--- src/hdl/mem_consts.svh ---
`ifndef MEM_CONSTS_SVH
`define MEM_CONSTS_SVH

// depth of the data memory in 32-bit words
`define DMEM_WORDS 1024
// byte address where the data memory starts
`define DMEM_BASE  32'h0000_0000
// size of the data memory region in bytes
`define DMEM_BYTES (`DMEM_WORDS * 4)

// byte address of the I/O region
`define IO_BASE    32'h0001_0000
// the I/O region spans this many words, most of them read as zero
`define IO_WORDS   16
`define IO_BYTES   (`IO_WORDS * 4)

// word offsets inside the I/O region
`define IO_OUT_OFS 0
`define IO_IN_OFS  1

`endif

--- src/hdl/bus_pkg.sv ---
// types for the word bus between the lsu and the targets behind it
package bus_pkg;

  // word request shared by every target on the bus
  // each target also gets its own select level from the lsu
  typedef struct packed
  {
    // a target writes only when this and its select are both high
    logic        wr_en;
    // byte address with the two lane bits removed
    logic [29:0] word_addr;
    // one enable per byte lane, bit 0 is the lowest byte
    logic [3:0]  be;
    // store data already replicated into every lane it may land in
    logic [31:0] wdata;
  } bus_req_t;

  // read word that a target returns without waiting for a clock
  // the lsu picks one of these by the select it raised
  typedef logic [31:0] bus_word_t;

endpackage

--- src/hdl/isa_pkg.sv ---
// types for memory operations as the processor core issues them
package isa_pkg;

  // width of one access as given by the load or store instruction
  // the fourth encoding is not used and is reported as a fault by the lsu
  typedef enum logic [1:0]
  {
    MEM_BYTE = 2'b00,
    MEM_HALF = 2'b01,
    MEM_WORD = 2'b10
  } mem_size_t;

  // one access from the execute stage, valid in the cycle it is presented
  // rd_en and wr_en are plain strobes with no handshake behind them
  typedef struct packed
  {
    logic        rd_en;
    logic        wr_en;
    // access width, which decides alignment and the lanes touched
    mem_size_t   size;
    // high for lbu and lhu, so the loaded part is zero-extended
    logic        is_unsigned;
    // byte address as computed by the core
    logic [31:0] addr;
    // store data sits in the low bits for byte and half stores
    logic [31:0] wdata;
  } mem_op_t;

endpackage

--- src/hdl/lsu.sv ---
`include "mem_consts.svh"

// load/store unit between the core's access and the word bus
// everything here settles in the cycle the access is presented
module lsu
  import isa_pkg::*;
  import bus_pkg::*;
(
  input  mem_op_t     op,
  input  bus_word_t   dmem_rdata,
  input  bus_word_t   io_rdata,
  output bus_req_t    req,
  output logic        dmem_sel,
  output logic        io_sel,
  output logic [31:0] rdata,
  output logic        fault
);

  logic        access;
  logic [1:0]  byte_ofs;
  logic        misaligned;
  logic [31:0] dmem_ofs;
  logic [31:0] io_ofs;
  logic        in_dmem;
  logic        in_io;
  logic [3:0]  lane_be;
  logic [31:0] lane_wdata;
  bus_word_t   sel_word;
  logic [31:0] shifted;

  // an idle cycle has neither strobe and never faults
  assign access   = op.rd_en | op.wr_en;
  assign byte_ofs = op.addr[1:0];

  // region checks are done on the offset from each base so a base of zero needs no
  // lower bound, and wrap-around below a base lands far out of range
  assign dmem_ofs = op.addr - `DMEM_BASE;
  assign io_ofs   = op.addr - `IO_BASE;
  assign in_dmem  = dmem_ofs < `DMEM_BYTES;
  assign in_io    = io_ofs < `IO_BYTES;

  // alignment, lane enables and store data all follow from the size
  always_comb
  begin
    misaligned = 1'b0;
    lane_be    = 4'b1111;
    lane_wdata = op.wdata;
    case (op.size)
      MEM_BYTE:
      begin
        lane_be    = 4'b0001 << byte_ofs;
        lane_wdata = {4{op.wdata[7:0]}};
      end
      MEM_HALF:
      begin
        misaligned = byte_ofs[0];
        lane_be    = 4'b0011 << byte_ofs;
        lane_wdata = {2{op.wdata[15:0]}};
      end
      MEM_WORD:
      begin
        misaligned = |byte_ofs;
      end
      default:
      begin
        // the spare size encoding is treated like a bad address
        misaligned = 1'b1;
      end
    endcase
  end

  // a faulting access selects nothing, so no target can change state
  assign fault    = access & (misaligned | ~(in_dmem | in_io));
  assign dmem_sel = access & ~misaligned & in_dmem;
  assign io_sel   = access & ~misaligned & in_io;

  // the request goes to both targets and only the selected one acts on it
  always_comb
  begin
    req.wr_en     = op.wr_en;
    req.word_addr = op.addr[31:2];
    req.be        = lane_be;
    req.wdata     = lane_wdata;
  end

  // an unselected access reads as an all-zero word
  assign sel_word = dmem_sel ? dmem_rdata : (io_sel ? io_rdata : '0);

  // move the addressed lanes down to bit 0
  assign shifted = sel_word >> {byte_ofs, 3'b000};

  always_comb
  begin
    case (op.size)
      MEM_BYTE:
      begin
        rdata = op.is_unsigned ? {24'b0, shifted[7:0]} : {{24{shifted[7]}}, shifted[7:0]};
      end
      MEM_HALF:
      begin
        rdata = op.is_unsigned ? {16'b0, shifted[15:0]} : {{16{shifted[15]}}, shifted[15:0]};
      end
      default:
      begin
        rdata = shifted;
      end
    endcase
    // stores and idle cycles return zero even when a target is selected
    if (!op.rd_en)
    begin
      rdata = '0;
    end
  end

endmodule

--- config.mk ---
export PLATFORM = sky130hd
export DESIGN_NAME = lsu
export DESIGN_NICKNAME = d
export VERILOG_FILES = /design/src/hdl/bus_pkg.sv /design/src/hdl/isa_pkg.sv /design/src/hdl/lsu.sv
export VERILOG_INCLUDE_DIRS = /design/src /design/src/hdl
export SDC_FILE = /design/constraint.sdc
export NUM_CORES = 1
export LEC_CHECK = 0
export ABC_CLOCK_PERIOD_IN_PS = 9900
export BUFFER_PORTS_ARGS = -buffer_cell sky130_fd_sc_hd__buf_2
export CAP_MARGIN = 20
export CORE_AREA = 2 2 91 93
export DETAILED_ROUTE_END_ITERATION = 7
export DIE_AREA = 0 0 93 95
export GPL_ROUTABILITY_DRIVEN = 0
export MAX_ROUTING_LAYER = met4
export PLACE_DENSITY = 0.68
export SETUP_SLACK_MARGIN = 0.15
export SYNTH_ARGS = -nofsm -noshare
export SYNTH_HDL_FRONTEND = slang
export SYNTH_SLANG_ARGS = --single-unit
--- constraint.sdc ---
create_clock -name vclk -period 9.9
set_input_delay 2.97 -clock vclk [all_inputs]
set_output_delay 2.97 -clock vclk [all_outputs]
set_load 0.01 [all_outputs]
# After elaboration in Yosys (flattened, before gate mapping)
# Index checks and enable logic that the tools add are counted.
# W data, S select, Z words.
# word_totals
mem_count,0
out_inout_bits,102
ram_bits,0
in_bits,133
wordCells,28
romBits,0
regBits,0
latchBits,0
# op_classes
n_reduce_logical,2
eq_ne,2
n_mul,0
bitwise_logic,9
div_mod_pow,0
n_lt_le_gt_ge,2
n_mux,9
add_sub_neg,1
shift,3
# op_table
cell,n
$mux W32,5
$pmux W32 S2,2
$lt A32 B13 Y1 const B,1
$lt A32 B7 Y1 const B,1
$shr A32 B5 Y32,1
$sub A32 B17 Y32 const B,1
$pmux W4 S2,1
$and A1 B1 Y1,4
$shl A1 B2 Y4 const A,1
$shl A2 B2 Y4 const A,1
$or A1 B1 Y1,3
$pmux W1 S3,1
$eq A2 B1 Y1 const B,1
$eq A2 B2 Y1 const B,1
$logic_not A2 Y1,1
$not A1 Y1,2
$reduce_or A2 Y1,1

# Longest topological paths before layout
# depth
ltp_word,11
depth_mapped,10
mapped_depth_nobuf,7

# Least setup slack after synthesis
# No wires, ideal clock.
# synth_path
kind,input to output
start,input op[56] (netlist bit)
end,output rdata[22]
slack_ns,2.147
stages,7
required_ns,6.930
arrival_ns,4.783
n_path_buf,0
path_cell_list,nor4_1 > nand3_2 > nor3_4 > a211oi_2 > nor4_4 > nand4_2 > a22oi_1
# synth_between
elab_chain_len,9
elab_cells_between_ends,12
classes_between,add/sub: 1; order compare: 2; shift: 1; mux: 6; bitwise: 2
# synth_lines
element,line_no,source
"start, declared",lsu.sv:9,"input mem_op_t op,"
$sub A32 B17 Y32 (no line),--,
$lt A32 B7 Y1 (no line),--,
$and A1 B1 Y1,lsu.sv:75,assign io_sel = access & ~misaligned & in_io;
$mux W32,lsu.sv:87,assign sel_word = dmem_sel ? dmem_rdata : (io_sel ? io_rdata : '0);
$mux W32 *,lsu.sv:87,
$shr A32 B5 Y32 *,lsu.sv:90,"assign shifted = sel_word >> {byte_ofs, 3'b000};"
"$mux W32, on equally long branches","lsu.sv:101, lsu.sv:97",
$pmux W32 S2 *,lsu.sv:94,case (op.size)
$mux W32 *,lsu.sv:109,if (!op.rd_en)
"end, declared",lsu.sv:15,"output logic [31:0] rdata,"
# Mark *: on every way between the ends. The rest lies on a longest branch, timed or not.

# Final worst setup path
# layout_path
start,input op[32] (netlist bit)
end,output rdata[16]
# layout_between
elab_chain_len,11
elab_cells_between_ends,16
classes_between,add/sub: 1; order compare: 2; shift: 1; mux: 7; bitwise: 4; reduce/logical: 1
# layout_lines
element,line_no
branches (longest 7 deep; another with $sub A32 B17 Y32),--
$shr A32 B5 Y32 *,lsu.sv:90
"$mux W32, on equally long branches","lsu.sv:101, lsu.sv:97"
$pmux W32 S2 *,lsu.sv:94
$mux W32 *,lsu.sv:109
# Mark *: on every way between the ends.

==> summary.md <==
| Metric | Value |
|---|---|
| CP Capture Type | primary output |
| Kind of critical path | input pin to primary output |
| Final Critical Period | 8.788 ns |
| Worst VDD drop | 18.91 uV |
| Status | finished, final reports clean |
| I/O pins | 235 |
| Largest net degree at the start of global routing | 49 |
| Register cell area after layout | 0 sq um |
| Crit-path most repeated cell | buf_2 |
| GRT Util Overall | 18.20% |
| Nets | 588 |
| Register area share after synthesis | 0% |
| Slew HR | 39.49% |
| Met1 Usage GRT | 23.64% |
| Hold path depth | 0 |
| Number of max-cap violations | 0 |
| Final hold violations | 0 |
| Starting density of the core | 26.25% |
| Max FO, Critical Path | 39 |
| Worst EP required | 6.93 ns |
| Fin crit share | 88.76% |
| Final setup violation count | 0 |
| Seq cells | 0 |
| Initial antenna violation count | 0 |
| F_max | 113.8 MHz |
| Post-route antenna net violation count | 0 |
| Power, Total | 0.1164 mW |
| Vias per cell | 5.131 |
| Port buffer count | 227 |
| CP arrival | 5.82 ns |
| Cell Area, Synth | 2081 sq um |
| CTS resizes | 0 |
| Drt total wl | 8675 microns |
| Post-CTS Setup Inserts | 0 |
| DRT Pass-1 Iters | 5 |
| Wire length of the first global-routing pass | 12790 microns |
| Hold_buf cts | 0 |
| Total of clock buffers placed in the layout | 0 |
| M3 GR Usage | 1.038% |
| Vias in the first global route | 2507 |
| Die area | 8835 sq um |
| Global Route met2 Usage | 32.49% |
| Post-place setup slack | 1.072 ns |
| Synth area leaders | buf_4 14%, mux2_2 9.2%, nand2_1 7.0% |
| Grt total ovfl | 0 |
| Worst hold start | op[34] |
| Layout cells sized above 1 | 60.93% |
| Crit-path cells | buf_2 > nor3_2 > o211ai_4 > nor3b_4 > buf_4 > a221oi_2 > nor4_4 > a41oi_2 > a21oi_1 > buf_2 |
| Hold endpoint | req[36] |
| Pleak | 1.500 nW |
| Placed Area | 2948 sq um |
| CP max stage delay | 0.52 ns |
| Die X | 93 microns |
| Final worst slack | 1.112 ns |
| Yosys synthesis warning count | 0 |
| Mapped Nets | 422 |
| Max Slew Vio Count | 0 |
| Pwr dens | 39.47 nW/um^2 |
| Worst Tran Pin Value | 0.9077 ns |
| RSZ-0062 raised after global routing | false |
| Post-DP HPWL | 7029 microns |
| Row count | 33 |
| Syn Area/Cell | 7.200 sq um |
| Post-route design area | 2948 sq um |
| Unique cell type count in the Yosys netlist | 51 |
| Share of the synthesized area in the top cell type | 14.07% |
| Sum Neg Setup Slack | 0 ns |
| Fin util | 37.18% |
| Crit path from | op[32] |
| Mapped Cells | 289 |
| 1st-iter DRT viols | 214 |
| Placeable core region | 7928 sq um |
| Synth cell count leaders | 39 x buf_4, 39 x nand2_1, 17 x mux2_2 |
| Cell taking the most area after synthesis | buf_4 |
| Ant. Diodes | 0 |
| WL per Instance | 15.55 microns |
| Drt drc | 0 |
| Worst Hold Class | input pin to primary output |
| Layout fillers | 874 |
| Growth of design area from synthesis to finish | 41.67% |
| Busiest grt layer | met2 |
| Vias | 2863 |
| Critical path's slowest cell | a41oi_2 |
| Startpoint types | input pin |
| Die height | 95 microns |
==> critical path, delay by kind of cell <==
family / cells / cell delay, ns
buf+inv: 3 / 0.83
compound gates: 4 / 1.09
simple gates: 3 / 0.91
==> placed cells by master (no fill, tap or decap), drive strengths merged, types with 9 or more instances in the layout <==
master and n:
a21oi 15, a221oi 15, a22oi 13, buf 230, mux2 17, mux2i 10, nand2 39, nor2 17
o21a 9, o21ai 12
==> layout make-up <==
| type | count | area, sq um | area share [%] |
|---|---|---|---|
| Tap cell | 105 | 131.4 | 4.457 |
| Multi-Input combinational cell | 222 | 1654 | 56.11 |
| Timing Repair Buffer | 230 | 1159 | 39.30 |
| Inverter | 1 | 3.754 | 0.1273 |
==> stage by stage <==
stage	instances	hold WS, ns
CTS	558	5.940
floorplan	289	6.032
global route	558	5.940
finish	558	5.940
global placement	558	5.940
detailed placement	558	5.940
==> metal layers <==
layer | part of all wire (%) | wire [microns]
met5 | 0 | 0
met4 | 0.68 | 59
met3 | 7.9 | 688
met2 | 51 | 4409
met1 | 41 | 3517
==> report_power, final <==
part	total (mW)	switching [mW]	internal [mW]
combinational	0.116	0.0623	0.0540
clock	0	0	0
sequential	0	0	0
total	0.116	0.0623	0.0540
==> how the worst max path moves through the flow <==
stage,end,slack [ns],cells after the start
after floorplan,rdata[22],2.15,7
after global placement,rdata[23],1.19,10
after detailed placement,rdata[16],1.07,10
after CTS,rdata[16],1.06,10
after global routing,rdata[18],0.80,10
final,rdata[16],1.11,10
==> logic make-up (layout without fill, tap and decap cells) <==
kind of cell,after synthesis,in the layout,share of synthesized area [%]
AO/OA/AOI/OAI,106,106,39.03
AND/OR/NAND/NOR,89,89,26.16
buffers and inverters,67,231,20.81
multiplexers,27,27,14.01
No activity file was read; power rests on OpenSTA's default activity.
