==> config.mk <==
export PLATFORM = sky130hd
export DESIGN_NAME = io_regs
export DESIGN_NICKNAME = d
export VERILOG_FILES = /design/src/hdl/bus_pkg.sv /design/src/hdl/io_regs.sv
export VERILOG_INCLUDE_DIRS = /design/src /design/src/hdl
export SDC_FILE = /design/constraint.sdc
export NUM_CORES = 1
export LEC_CHECK = 0
export BUFFER_PORTS_ARGS = -buffer_cell sky130_fd_sc_hd__buf_4
export CAP_MARGIN = 20
export CORE_MARGIN = 3
export CORE_UTILIZATION = 36
export CTS_BUF_LIST = sky130_fd_sc_hd__clkbuf_2 sky130_fd_sc_hd__clkbuf_4 sky130_fd_sc_hd__clkbuf_8
export DETAILED_ROUTE_END_ITERATION = 8
export HOLD_SLACK_MARGIN = 0.08
export PLACE_DENSITY = 0.87
export SYNTH_ARGS = -nofsm -noshare
export SYNTH_HDL_FRONTEND = slang
export SYNTH_SLANG_ARGS = --single-unit
==> constraint.sdc <==
create_clock -name CLK -period 3.5 [get_ports CLK]
set_input_delay 1.05 -clock CLK [delete_from_list [all_inputs] [get_ports CLK]]
set_output_delay 1.05 -clock CLK [all_outputs]
set_load 0.01 [all_outputs]
==> src/hdl/mem_consts.svh <==
`ifndef MEM_CONSTS_SVH
`define MEM_CONSTS_SVH

// depth of the data memory in 32-bit words
`define DMEM_WORDS 1024
// byte address where the data memory starts
`define DMEM_BASE  32'h0000_0000
// size of the data memory region in bytes
`define DMEM_BYTES (`DMEM_WORDS * 4)

// byte address of the I/O region
`define IO_BASE    32'h0001_0000
// the I/O region spans this many words, most of them read as zero
`define IO_WORDS   16
`define IO_BYTES   (`IO_WORDS * 4)

// word offsets inside the I/O region
`define IO_OUT_OFS 0
`define IO_IN_OFS  1

`endif

==> src/hdl/bus_pkg.sv <==
// types for the word bus between the lsu and the targets behind it
package bus_pkg;

  // word request shared by every target on the bus
  // each target also gets its own select level from the lsu
  typedef struct packed
  {
    // a target writes only when this and its select are both high
    logic        wr_en;
    // byte address with the two lane bits removed
    logic [29:0] word_addr;
    // one enable per byte lane, bit 0 is the lowest byte
    logic [3:0]  be;
    // store data already replicated into every lane it may land in
    logic [31:0] wdata;
  } bus_req_t;

  // read word that a target returns without waiting for a clock
  // the lsu picks one of these by the select it raised
  typedef logic [31:0] bus_word_t;

endpackage

==> src/hdl/io_regs.sv <==
`include "mem_consts.svh"

// memory-mapped I/O block with one output register and one input port
module io_regs
  import bus_pkg::*;
(
  input  logic        CLK,
  input  logic        arst_n,
  input  bus_req_t    req,
  input  logic        sel,
  input  logic [31:0] gpio_in,
  output logic [31:0] gpio_out,
  output bus_word_t   rdata
);

  localparam int OFS_W = $clog2(`IO_WORDS);

  logic [OFS_W-1:0] ofs;
  logic             out_hit;
  logic             in_hit;

  // the I/O base is aligned to the region size so the low bits are the offset
  assign ofs     = req.word_addr[OFS_W-1:0];
  assign out_hit = ofs == OFS_W'(`IO_OUT_OFS);
  assign in_hit  = ofs == OFS_W'(`IO_IN_OFS);

  // only the output register takes writes
  // writes to the input port or to spare offsets are dropped
  always_ff @(posedge CLK or negedge arst_n)
  begin
    if (!arst_n)
    begin
      gpio_out <= '0;
    end
    else if (sel && req.wr_en && out_hit)
    begin
      for (int lane = 0; lane < 4; lane++)
      begin
        if (req.be[lane])
        begin
          gpio_out[8*lane +: 8] <= req.wdata[8*lane +: 8];
        end
      end
    end
  end

  // the input port is passed through in the same cycle
  // offsets with nothing behind them read as zero
  assign rdata = out_hit ? gpio_out : (in_hit ? gpio_in : '0);

endmodule

=== After elaboration in Yosys (flattened, before gate mapping) ===
Cells that the tools add are included.

* Eq/ne operators: 1
* Multiplexer cells: 2
* Reduce and logical (&&, ||, !) cells: 7

{| class="wikitable"
|+ Operators with widths
! kind !! count
|-
| 2-to-1 mux 32 bit || 2
|-
| AND reduction 2 bit || 4
|-
| equality test 4 x 1 -> 1 bit (second input constant) || 1
|-
| logical NOT 4 bit || 1
|-
| logical AND 1 bit || 2
|}

* Register bits after elaboration: 32
* Bits of input ports: 102
* Output and inout port bits: 64
* Word-level logic and storage cells: 14

=== Logic depth before layout (Yosys ltp) ===
Gate-level depths: netlist of run 1.

* Depth in word-level cells: 3
* Depth in mapped cells: 4
* Gate-level depth less buffers: 3

=== Least setup slack after synthesis of run 1 ===
No wires, ideal clock.

* Kind: input -> output
* Start point: input req[39] in the netlist's numbering
* End point: output rdata[16]
* Data arrival time: 2.123 ns
* Path slack: 0.327 ns
* Cell stages on the path: 3
* Cell sequence: nor4b_1 clkbuf_1 a22o_1

* Cells in the longest elaborated chain, start to end: 3
* Elaborated cells between the ends (all ways): 4
* Those cells by class: 1 x eq/ne; 2 x mux; 1 x reduce/logical

{| class="wikitable"
|+ Ends and longest elaborated chain
! item !! line !! RTL
|-
| start: declaration || io_regs.sv:9 || <nowiki>input bus_req_t req,</nowiki>
|-
| equality test 4 x 1 -> 1 bit || io_regs.sv:25 || <nowiki>assign in_hit = ofs == OFS_W'(`IO_IN_OFS);</nowiki>
|-
| 2-to-1 mux 32 bit || io_regs.sv:49 || <nowiki>assign rdata = out_hit ? gpio_out : (in_hit ? gpio_in : '0);</nowiki>
|-
| 2-to-1 mux 32 bit * || io_regs.sv:49 ||
|-
| end: declaration || io_regs.sv:13 || <nowiki>output bus_word_t rdata</nowiki>
|}

Mark *: on every way between the ends. The rest lies on a longest branch, timed or not.

=== Final worst setup path of run 1 ===
* Start point: input req[39] in the netlist's numbering
* End point: output rdata[1]

The elaborated chain is that of the path after synthesis.

==> results_tabular.tex, run 1 <==
\begin{tabular}{lr}
\hline
Metric & Value \\
\hline
\multicolumn{2}{l}{\textbf{Die}} \\
\quad Placement row count & 23 \\
\quad Floorplan die width & 71.60 um \\
\quad Initial standard-cell utilization of the core & 37.91\% \\
\quad Core Box Area & 0.004086 sq mm \\
\quad Die Height & 71.60 um \\
\quad Die area & 0.005126 sq mm \\
\quad Number of I/O pins & 166 \\
\multicolumn{2}{l}{\textbf{Critical path}} \\
\quad Cell chain of the critical path & buf\_4, nor4b\_2, buf\_4, a22o\_1, buf\_4 \\
\quad Maximum cell stage delay along the critical path & 0.38 ns \\
\quad Max Fanout on Critical Path & 32 \\
\quad CP max-delay cell & sky130\_fd\_sc\_hd\_\_buf\_4 \\
\quad Type of origin of the critical path & input port \\
\quad Path type of the worst setup path & in -> out \\
\quad Worst path required time & 2.45 ns \\
\quad Critical Path End Type & output pin \\
\quad WP data arrival & 2.19 ns \\
\quad Most frequent cell on the critical path & sky130\_fd\_sc\_hd\_\_buf\_4 \\
\multicolumn{2}{l}{\textbf{Synth}} \\
\quad Summed instance area of the synthesized netlist & 0.001549 sq mm \\
\quad Count of state elements after synthesis & 32 \\
\quad Post-synthesis net count & 212 \\
\quad Average size of a mapped cell & 14.08 sq um \\
\quad Synth top area share & 51.70\% \\
\quad Largest area contributor in the netlist & sky130\_fd\_sc\_hd\_\_dfrtp\_1 \\
\quad Number of distinct standard cells referenced by the synthesized netlist & 9 \\
\quad Most area-consuming cells after synthesis & sky130\_fd\_sc\_hd\_\_dfrtp\_1 52\%, sky130\_fd\_sc\_hd\_\_mux2\_2 23\%, sky130\_fd\_sc\_hd\_\_a22o\_1 18\% \\
\quad Yosys synthesis warning count & 0 \\
\quad Cells after Synth & 110 \\
\quad Part of the Yosys area used for sequential elements & 51.70\% \\
\multicolumn{2}{l}{\textbf{Timing}} \\
\quad Total count of max-transition violations in the final report & 0 \\
\quad Clock period minus final worst setup slack & 3.235 ns \\
\quad Setup TNS Final & 0 ns \\
\quad Remaining max-slew budget at the tightest pin & 72.30\% \\
\quad Count of final setup violators & 0 \\
\quad Final Hold Violating Endpoints & 0 \\
\quad Fmax & 309.1 MHz \\
\quad Final setup skew & 0 ns \\
\quad Post-route clock period utilization & 92.43\% \\
\quad Setup repair after global routing missed its margin & no \\
\quad Setup slack after layout & 0.2648 ns \\
\quad Slew of the pin with the lowest slew margin & 0.4155 ns \\
\multicolumn{2}{l}{\textbf{Final layout}} \\
\quad Most common cell after layout, fill and taps aside & sky130\_fd\_sc\_hd\_\_buf\_4 \\
\quad Fraction of final layout cells with drive strength greater than 1 & 73.81\% \\
\quad Core Util, Final & 67.21\% \\
\quad Net count of the finished layout & 353 \\
\quad Largest Register & gpio\_out \\
\quad Post-synthesis to final-layout area growth & 77.30\% \\
\quad Top flop regs & gpio\_out x32 \\
\quad Highest-count cells in the layout ignoring fill and taps & 142 x sky130\_fd\_sc\_hd\_\_buf\_4, 32 x sky130\_fd\_sc\_hd\_\_a22o\_1, 32 x sky130\_fd\_sc\_hd\_\_mux2\_2, 32 x sky130\_fd\_sc\_hd\_\_dfrtp\_1, 6 x sky130\_fd\_sc\_hd\_\_clkbuf\_8 \\
\quad Antenna Cells & 0 \\
\quad Number of flip-flops in the largest register & 32 \\
\multicolumn{2}{l}{\textbf{Routing}} \\
\quad Average wire per cell in the routed design & 17.36 um \\
\quad Number of routed nets with antenna violations & 0 \\
\quad Pre-Repair DR Iteration Count & 4 \\
\quad Violation count after the first detailed-route iteration & 50 \\
\quad Via density & 5.096 \\
\quad Total length of routed wires & 5244 um \\
\quad Detailed-route via count & 1,539 \\
\quad DRC violations left & 0 \\
\multicolumn{2}{l}{\textbf{Status}} \\
\quad Status & complete, no violations \\
\multicolumn{2}{l}{\textbf{Power and ir drop}} \\
\quad Total power & 1.023 mW \\
\quad Pwr per Cell Area & 372.5 mW/mm\^{}2 \\
\quad Maximum ir drop on the vdd rail & 0.3197 mV \\
\quad Leak & 1.492 nW \\
\multicolumn{2}{l}{\textbf{Clock network}} \\
\quad Inserted Clock Buffers & 5 \\
\quad Clock Sinks & 32 \\
\quad Number of gates resized after CTS & 0 \\
\quad Clock transition at path regs & 0.06 ns \\
\quad Hold-fix buffers, CTS & 0 \\
\quad H-tree levels & 2 \\
\quad Largest buffer count on any clock path & 2 \\
\quad TritonCTS clock tree & yes \\
\quad Latest clock arrival within the worst-skew pair & 0.27 ns \\
\quad Clk Tree Root Cell & sky130\_fd\_sc\_hd\_\_clkbuf\_8 \\
\quad Post-CTS Setup Bufs & 0 \\
\multicolumn{2}{l}{\textbf{GRT}} \\
\quad Initial antenna violation count & 0 \\
\quad Largest net degree at the start of global routing & 33 \\
\quad Via count of the first global-routing pass & 1,722 \\
\quad Remaining Overflow, GRT & 0 \\
\quad All-Layer GR Usage & 21.11\% \\
\quad Global-route wire length before repair & 8349 um \\
\multicolumn{2}{l}{\textbf{Place}} \\
\quad Port Buffer Count & 139 \\
\quad Half-perimeter wire length after detailed placement & 4168 um \\
\quad Setup slack at placement & 0.2775 ns \\
\quad Final GP Congestion & 0.8095 \\
\multicolumn{2}{l}{\textbf{Min path}} \\
\quad Worst hold path type & reg -> reg \\
\multicolumn{2}{l}{\textbf{Job}} \\
\quad Number of maximum-capacitance violations & 0 \\
\hline
\end{tabular}
-- where the power goes --
| part | leakage (nW) | switching [mW] | internal [mW] |
|---|---|---|---|
| combinational | 1.01 | 0.0962 | 0.166 |
| sequential | 0.425 | 0.0422 | 0.420 |
| clock | 0.0523 | 0.123 | 0.176 |
-- layout make-up --
| class | instances | area [sq um] |
|---|---|---|
| clock buffer | 8 | 97.59 |
| timing repair buffer | 142 | 1066 |
| tap | 50 | 62.56 |
| fill | 330 | 1340 |
| sequential | 32 | 800.8 |
| multi-input combinational | 70 | 719.4 |
-- final timing paths --
kind,from,end,slack [ns],depth (start not counted)
max in group asynchronous,arst_n,gpio_out[15],2.49,1
worst min register to register,gpio_out[19],gpio_out[19],0.54,1
worst max register to register,gpio_out[16],gpio_out[16],2.70,1
worst max-delay path,req[39],rdata[1],0.26,5
min in group asynchronous,arst_n,gpio_out[6],0.70,1
worst min-delay path,gpio_out[19],gpio_out[19],0.54,1
-- stage by stage --
step / hold slack, ns / instance area [sq um] / cells
after detailed placement: 0.5249 / 2649 / 294
after global routing: 0.5552 / 2746 / 302
after CTS: 0.5391 / 2746 / 302
after floorplan: 0.5714 / 1549 / 110
after global placement: 0.5172 / 2649 / 294
final: 0.5356 / 2746 / 302
-- cells in the mapped netlist --
cell and count:
sky130_fd_sc_hd__a22o_1 32, sky130_fd_sc_hd__dfrtp_1 32, sky130_fd_sc_hd__mux2_2 32, sky130_fd_sc_hd__buf_2 4, sky130_fd_sc_hd__clkbuf_1 4, sky130_fd_sc_hd__and4_1 2
sky130_fd_sc_hd__nand4_2 2, sky130_fd_sc_hd__nor4_4 1, sky130_fd_sc_hd__nor4b_1 1
-- critical path: cells and delay by family --
family	cells	cell delay [ns]
buffers and inverters	3	0.64
AOI/OAI and AO/OA	1	0.22
and+or+nand+nor	1	0.28
-- cell families after synthesis --
| group | after synthesis | synth area share (%) |
|---|---|---|
| compound gates | 32 | 18.09 |
| buf+inv | 8 | 2.261 |
| flops | 32 | 51.70 |
| mux | 32 | 23.26 |
| simple gates | 6 | 4.685 |
-- metal layers --
metal / up-vias / wire (um) / track usage, %
met5: - / 0 / 0
met4: 0 / 24 / 5.637
met3: 2 / 436 / 5.891
met2: 68 / 2974 / 41.33
met1: 753 / 1809 / 21.60
li1: 716 / - / -
(Power assumes the default switching activity.)
==> run 2: changes to the inputs <==
- ABC_AREA: not set -> 1
- CORE_UTILIZATION: 36 -> 38
- PLACE_DENSITY: 0.87 -> 0.86
==> results_tabular.tex, run 2 <==
\begin{tabular}{lr}
\hline
Metric & Value \\
\hline
\multicolumn{2}{l}{\textbf{Status}} \\
\quad Status & complete, no violations \\
\multicolumn{2}{l}{\textbf{Synth}} \\
\quad Most frequent cells after synthesis & 66 x sky130\_fd\_sc\_hd\_\_nand2\_1, 64 x sky130\_fd\_sc\_hd\_\_nand3\_1, 33 x sky130\_fd\_sc\_hd\_\_inv\_1 \\
\quad Cells after Synth & 252 (+130\%) \\
\quad Most instantiated flip-flop cell in the synthesis netlist & sky130\_fd\_sc\_hd\_\_dfrtp\_1 \\
\quad Synth top area share & 44.44\% (-7.3 points) \\
\quad Fraction of registers with async set or reset after synthesis & 100.0\% (unchanged) \\
\quad Post-synthesis net count & 354 (+67\%) \\
\quad Most area-consuming cells after synthesis & sky130\_fd\_sc\_hd\_\_dfrtp\_1 44\%, sky130\_fd\_sc\_hd\_\_nand3\_1 18\%, sky130\_fd\_sc\_hd\_\_nand2\_1 14\% \\
\quad Largest area contributor in the netlist & sky130\_fd\_sc\_hd\_\_dfrtp\_1 \\
\quad Part of the Yosys area used for sequential elements & 44.44\% (-7.3 points) \\
\quad EDFF count, synth & 0 (unchanged) \\
\quad Count of state elements after synthesis & 32 (unchanged) \\
\quad Average size of a mapped cell & 7.150 sq um (-49\%) \\
\quad Library cell with the highest instance count after synthesis & sky130\_fd\_sc\_hd\_\_nand2\_1 \\
\quad Summed instance area of the synthesized netlist & 0.001802 sq mm (+16\%) \\
\quad Number of distinct standard cells referenced by the synthesized netlist & 13 (+4) \\
\quad Yosys synthesis warning count & 0 (unchanged) \\
\multicolumn{2}{l}{\textbf{Clock network}} \\
\quad Inserted Clock Buffers & 5 (unchanged) \\
\quad Number of gates resized after CTS & 0 (unchanged) \\
\quad Clock Sinks & 32 (unchanged) \\
\quad H-tree levels & 2 (unchanged) \\
\quad Hold-fix buffers, CTS & 0 (unchanged) \\
\quad Clock transition at path regs & 0.06 ns (about the same) \\
\quad TritonCTS clock tree & yes \\
\quad Post-CTS Setup Bufs & 0 (unchanged) \\
\quad Largest buffer count on any clock path & 2 (unchanged) \\
\quad Latest clock arrival within the worst-skew pair & 0.28 ns (about the same) \\
\quad Clk Tree Root Cell & sky130\_fd\_sc\_hd\_\_clkbuf\_8 \\
\multicolumn{2}{l}{\textbf{Place}} \\
\quad Final GP Congestion & 0.7189 (-11\%) \\
\quad Port Buffer Count & 139 (unchanged) \\
\quad Half-perimeter wire length after detailed placement & 4558 um (+9.4\%) \\
\quad Placed Area & 0.002879 sq mm (+8.7\%) \\
\quad Placed Cells & 433 (+47\%) \\
\multicolumn{2}{l}{\textbf{Critical path}} \\
\quad Launching element of the worst setup path & req[39] \\
\quad Max Fanout on Critical Path & 23 (-28\%) \\
\quad Critical Path End Type & output pin \\
\quad WP data arrival & 2.00 ns (-0.19 ns) \\
\quad Path type of the worst setup path & in -> out \\
\quad Worst reg2reg endpoint & gpio\_out[18] \\
\quad R2R Setup Slk & 2.83 ns (+0.13 ns) \\
\quad Endpoint of the worst setup timing path & rdata[15] \\
\quad Cells on worst reg2reg path & 2 (+1) \\
\quad Launching point of the worst reg2reg path & gpio\_out[18] \\
\quad Worst path required time & 2.45 ns (about the same) \\
\quad Type of origin of the critical path & input port \\
\multicolumn{2}{l}{\textbf{Timing}} \\
\quad Fmax & 327.8 MHz (+6.1\%) \\
\quad Setup repair after global routing missed its margin & no \\
\quad Post-route clock period utilization & 87.16\% (-5.3 points) \\
\quad Clock period minus final worst setup slack & 3.051 ns (-0.1846 ns) \\
\quad Setup TNS Final & 0 ns (unchanged) \\
\quad Count of final setup violators & 0 (unchanged) \\
\quad Final setup skew & 0 ns (unchanged) \\
\quad Worst hold slack & 0.4993 ns (-0.03629 ns) \\
\quad Total count of max-transition violations in the final report & 0 (unchanged) \\
\quad Slew of the pin with the lowest slew margin & 0.7241 ns (+0.3086 ns) \\
\quad Remaining max-slew budget at the tightest pin & 51.62\% (-21 points) \\
\quad Final Hold Violating Endpoints & 0 (unchanged) \\
\multicolumn{2}{l}{\textbf{Routing}} \\
\quad Via density & 4.961 (-2.6\%) \\
\quad Number of routed nets with antenna violations & 0 (unchanged) \\
\quad Detailed-route via count & 2,188 (+42\%) \\
\quad Average wire per cell in the routed design & 13.55 um (-22\%) \\
\quad DRC violations left & 0 (unchanged) \\
\quad Total length of routed wires & 5977 um (+14\%) \\
\quad Pre-Repair DR Iteration Count & 4 (unchanged) \\
\quad Violation count after the first detailed-route iteration & 108 (+120\%) \\
\multicolumn{2}{l}{\textbf{Min path}} \\
\quad Number of cells traversed by the worst hold path & 2 (+1) \\
\quad Worst hold path type & reg -> reg \\
\multicolumn{2}{l}{\textbf{Final layout}} \\
\quad Filler Cell Count & 387 (+17\%) \\
\quad Final non-filler cell total & 441 (+46\%) \\
\quad Most common cell after layout, fill and taps aside & sky130\_fd\_sc\_hd\_\_buf\_4 \\
\quad Post-route standard cell area excluding fillers & 0.002972 sq mm (+8.2\%) \\
\quad Antenna Cells & 0 (unchanged) \\
\quad Number of flip-flops in the largest register & 32 (unchanged) \\
\quad Highest-count cells in the layout ignoring fill and taps & 146 x sky130\_fd\_sc\_hd\_\_buf\_4, 66 x sky130\_fd\_sc\_hd\_\_nand2\_1, 64 x sky130\_fd\_sc\_hd\_\_nand3\_1, 33 x sky130\_fd\_sc\_hd\_\_inv\_1, 32 x sky130\_fd\_sc\_hd\_\_dfrtp\_1 \\
\quad Sequential standard cell area & 800.8 sq um (unchanged) \\
\quad Top flop regs & gpio\_out x32 \\
\quad Core Util, Final & 66.42\% (-0.79 points) \\
\quad Largest Register & gpio\_out \\
\quad Multi-input gate area in the final layout & 793.3 sq um (+10\%) \\
\quad Post-synthesis to final-layout area growth & 64.93\% \\
\quad Fraction of final layout cells with drive strength greater than 1 & 40.62\% (-33 points) \\
\quad Net count of the finished layout & 490 (+39\%) \\
\multicolumn{2}{l}{\textbf{GRT}} \\
\quad Global-route wire length before repair & 9170 um (+9.8\%) \\
\quad All-Layer GR Usage & 21.29\% (+0.18 points) \\
\quad Via count of the first global-routing pass & 2,019 (+17\%) \\
\quad Initial antenna violation count & 0 (unchanged) \\
\quad Remaining Overflow, GRT & 0 (unchanged) \\
\quad Largest net degree at the start of global routing & 33 (unchanged) \\
\multicolumn{2}{l}{\textbf{Die}} \\
\quad Core Box Area & 0.004474 sq mm (+9.5\%) \\
\quad Die area & 0.005603 sq mm (+9.3\%) \\
\quad Placement row count & 24 (+4.3\%) \\
\quad Initial standard-cell utilization of the core & 40.27\% (+2.4 points) \\
\quad Floorplan die width & 74.86 um (+4.6\%) \\
\quad Die Height & 74.86 um (+4.6\%) \\
\quad Number of I/O pins & 166 (unchanged) \\
\multicolumn{2}{l}{\textbf{Power and ir drop}} \\
\quad Maximum ir drop on the vdd rail & 0.2207 mV (-31\%) \\
\quad Leak & 1.739 nW (+17\%) \\
\quad Pwr per Cell Area & 345.5 mW/mm\^{}2 (-7.3\%) \\
\multicolumn{2}{l}{\textbf{Job}} \\
\quad Number of maximum-capacitance violations & 0 (unchanged) \\
\hline
\end{tabular}
## run 2: cell count changes after synthesis, moves of 4 or more
| cell | change |
|---|---|
| sky130_fd_sc_hd__a22o_1 | -32 |
| sky130_fd_sc_hd__buf_4 | +4 |
| sky130_fd_sc_hd__inv_1 | +33 |
| sky130_fd_sc_hd__mux2_2 | -32 |
| sky130_fd_sc_hd__nand2_1 | +66 |
| sky130_fd_sc_hd__nand3_1 | +64 |
| sky130_fd_sc_hd__nand4_1 | +4 |
| sky130_fd_sc_hd__o21ai_0 | +11 |
| sky130_fd_sc_hd__o21ai_1 | +21 |
## run 2: power breakdown
part	internal (mW)	total (mW)	switching (mW)	leakage, nW
Combinational	0.149	0.276	0.126	1.26
Clock	0.157	0.292	0.135	0.0510
Sequential	0.418	0.459	0.0413	0.427
Total	0.724	1.03	0.303	1.74
## run 2: final cells by class
| type | instances | area share, % |
|---|---|---|
| repair buffers | 146 | 36.88 |
| flip-flops and latches | 32 | 26.95 |
| multi-input cells | 170 | 26.69 |
| inverters | 33 | 4.168 |
| clock buffers | 6 | 2.779 |
| well taps | 52 | 2.189 |
| clock inverters | 2 | 0.3368 |
## run 2: cell families (layout without fill, tap and decap cells)
| logic type | count (synthesis) | in the layout | share of synthesized area [%] |
|---|---|---|---|
| flip-flops | 32 | 32 | 44.44 |
| AO/OA/AOI/OAI | 32 | 32 | 8.889 |
| AND/OR/NAND/NOR | 138 | 138 | 35.00 |
| buffers and inverters | 50 | 187 | 11.67 |
## run 2: stage by stage
stage                     setup WS (ns)  total power [mW]
after detailed placement         0.4511            0.7449
after floorplan                  0.5806            0.5587
after global placement           0.4565            0.7341
after CTS                        0.4499             1.037
after global routing             0.3430             1.086
final                            0.4494             1.027
## run 2: how the worst min path moves through the flow
stage                       startpoint      endpoint  slack [ns]
final                     gpio_out[14]  gpio_out[14]        0.50
after detailed placement   gpio_out[2]   gpio_out[2]        0.49
after floorplan            gpio_out[0]   gpio_out[0]        0.53
after CTS                  gpio_out[9]   gpio_out[9]        0.50
after global routing      gpio_out[14]  gpio_out[14]        0.53
after global placement    gpio_out[12]  gpio_out[12]        0.48
## run 2: critical path: stages
cell and delay, ns:
sky130_fd_sc_hd__buf_4 0.11, sky130_fd_sc_hd__nor2_2 0.17, sky130_fd_sc_hd__buf_4 0.30, sky130_fd_sc_hd__nand3_1 0.11, sky130_fd_sc_hd__o21ai_1 0.11, sky130_fd_sc_hd__buf_4 0.14
## run 2: per-layer routing
layer | vias to the layer above | track usage (%) | share of wire [%]
met2 | 78 | 38.78 | 54
met1 | 1023 | 24.85 | 38
met5 | - | 0 | 0
met4 | 0 | 4.545 | 0.40
met3 | 2 | 5.874 | 7.3
li1 | 1085 | - | -
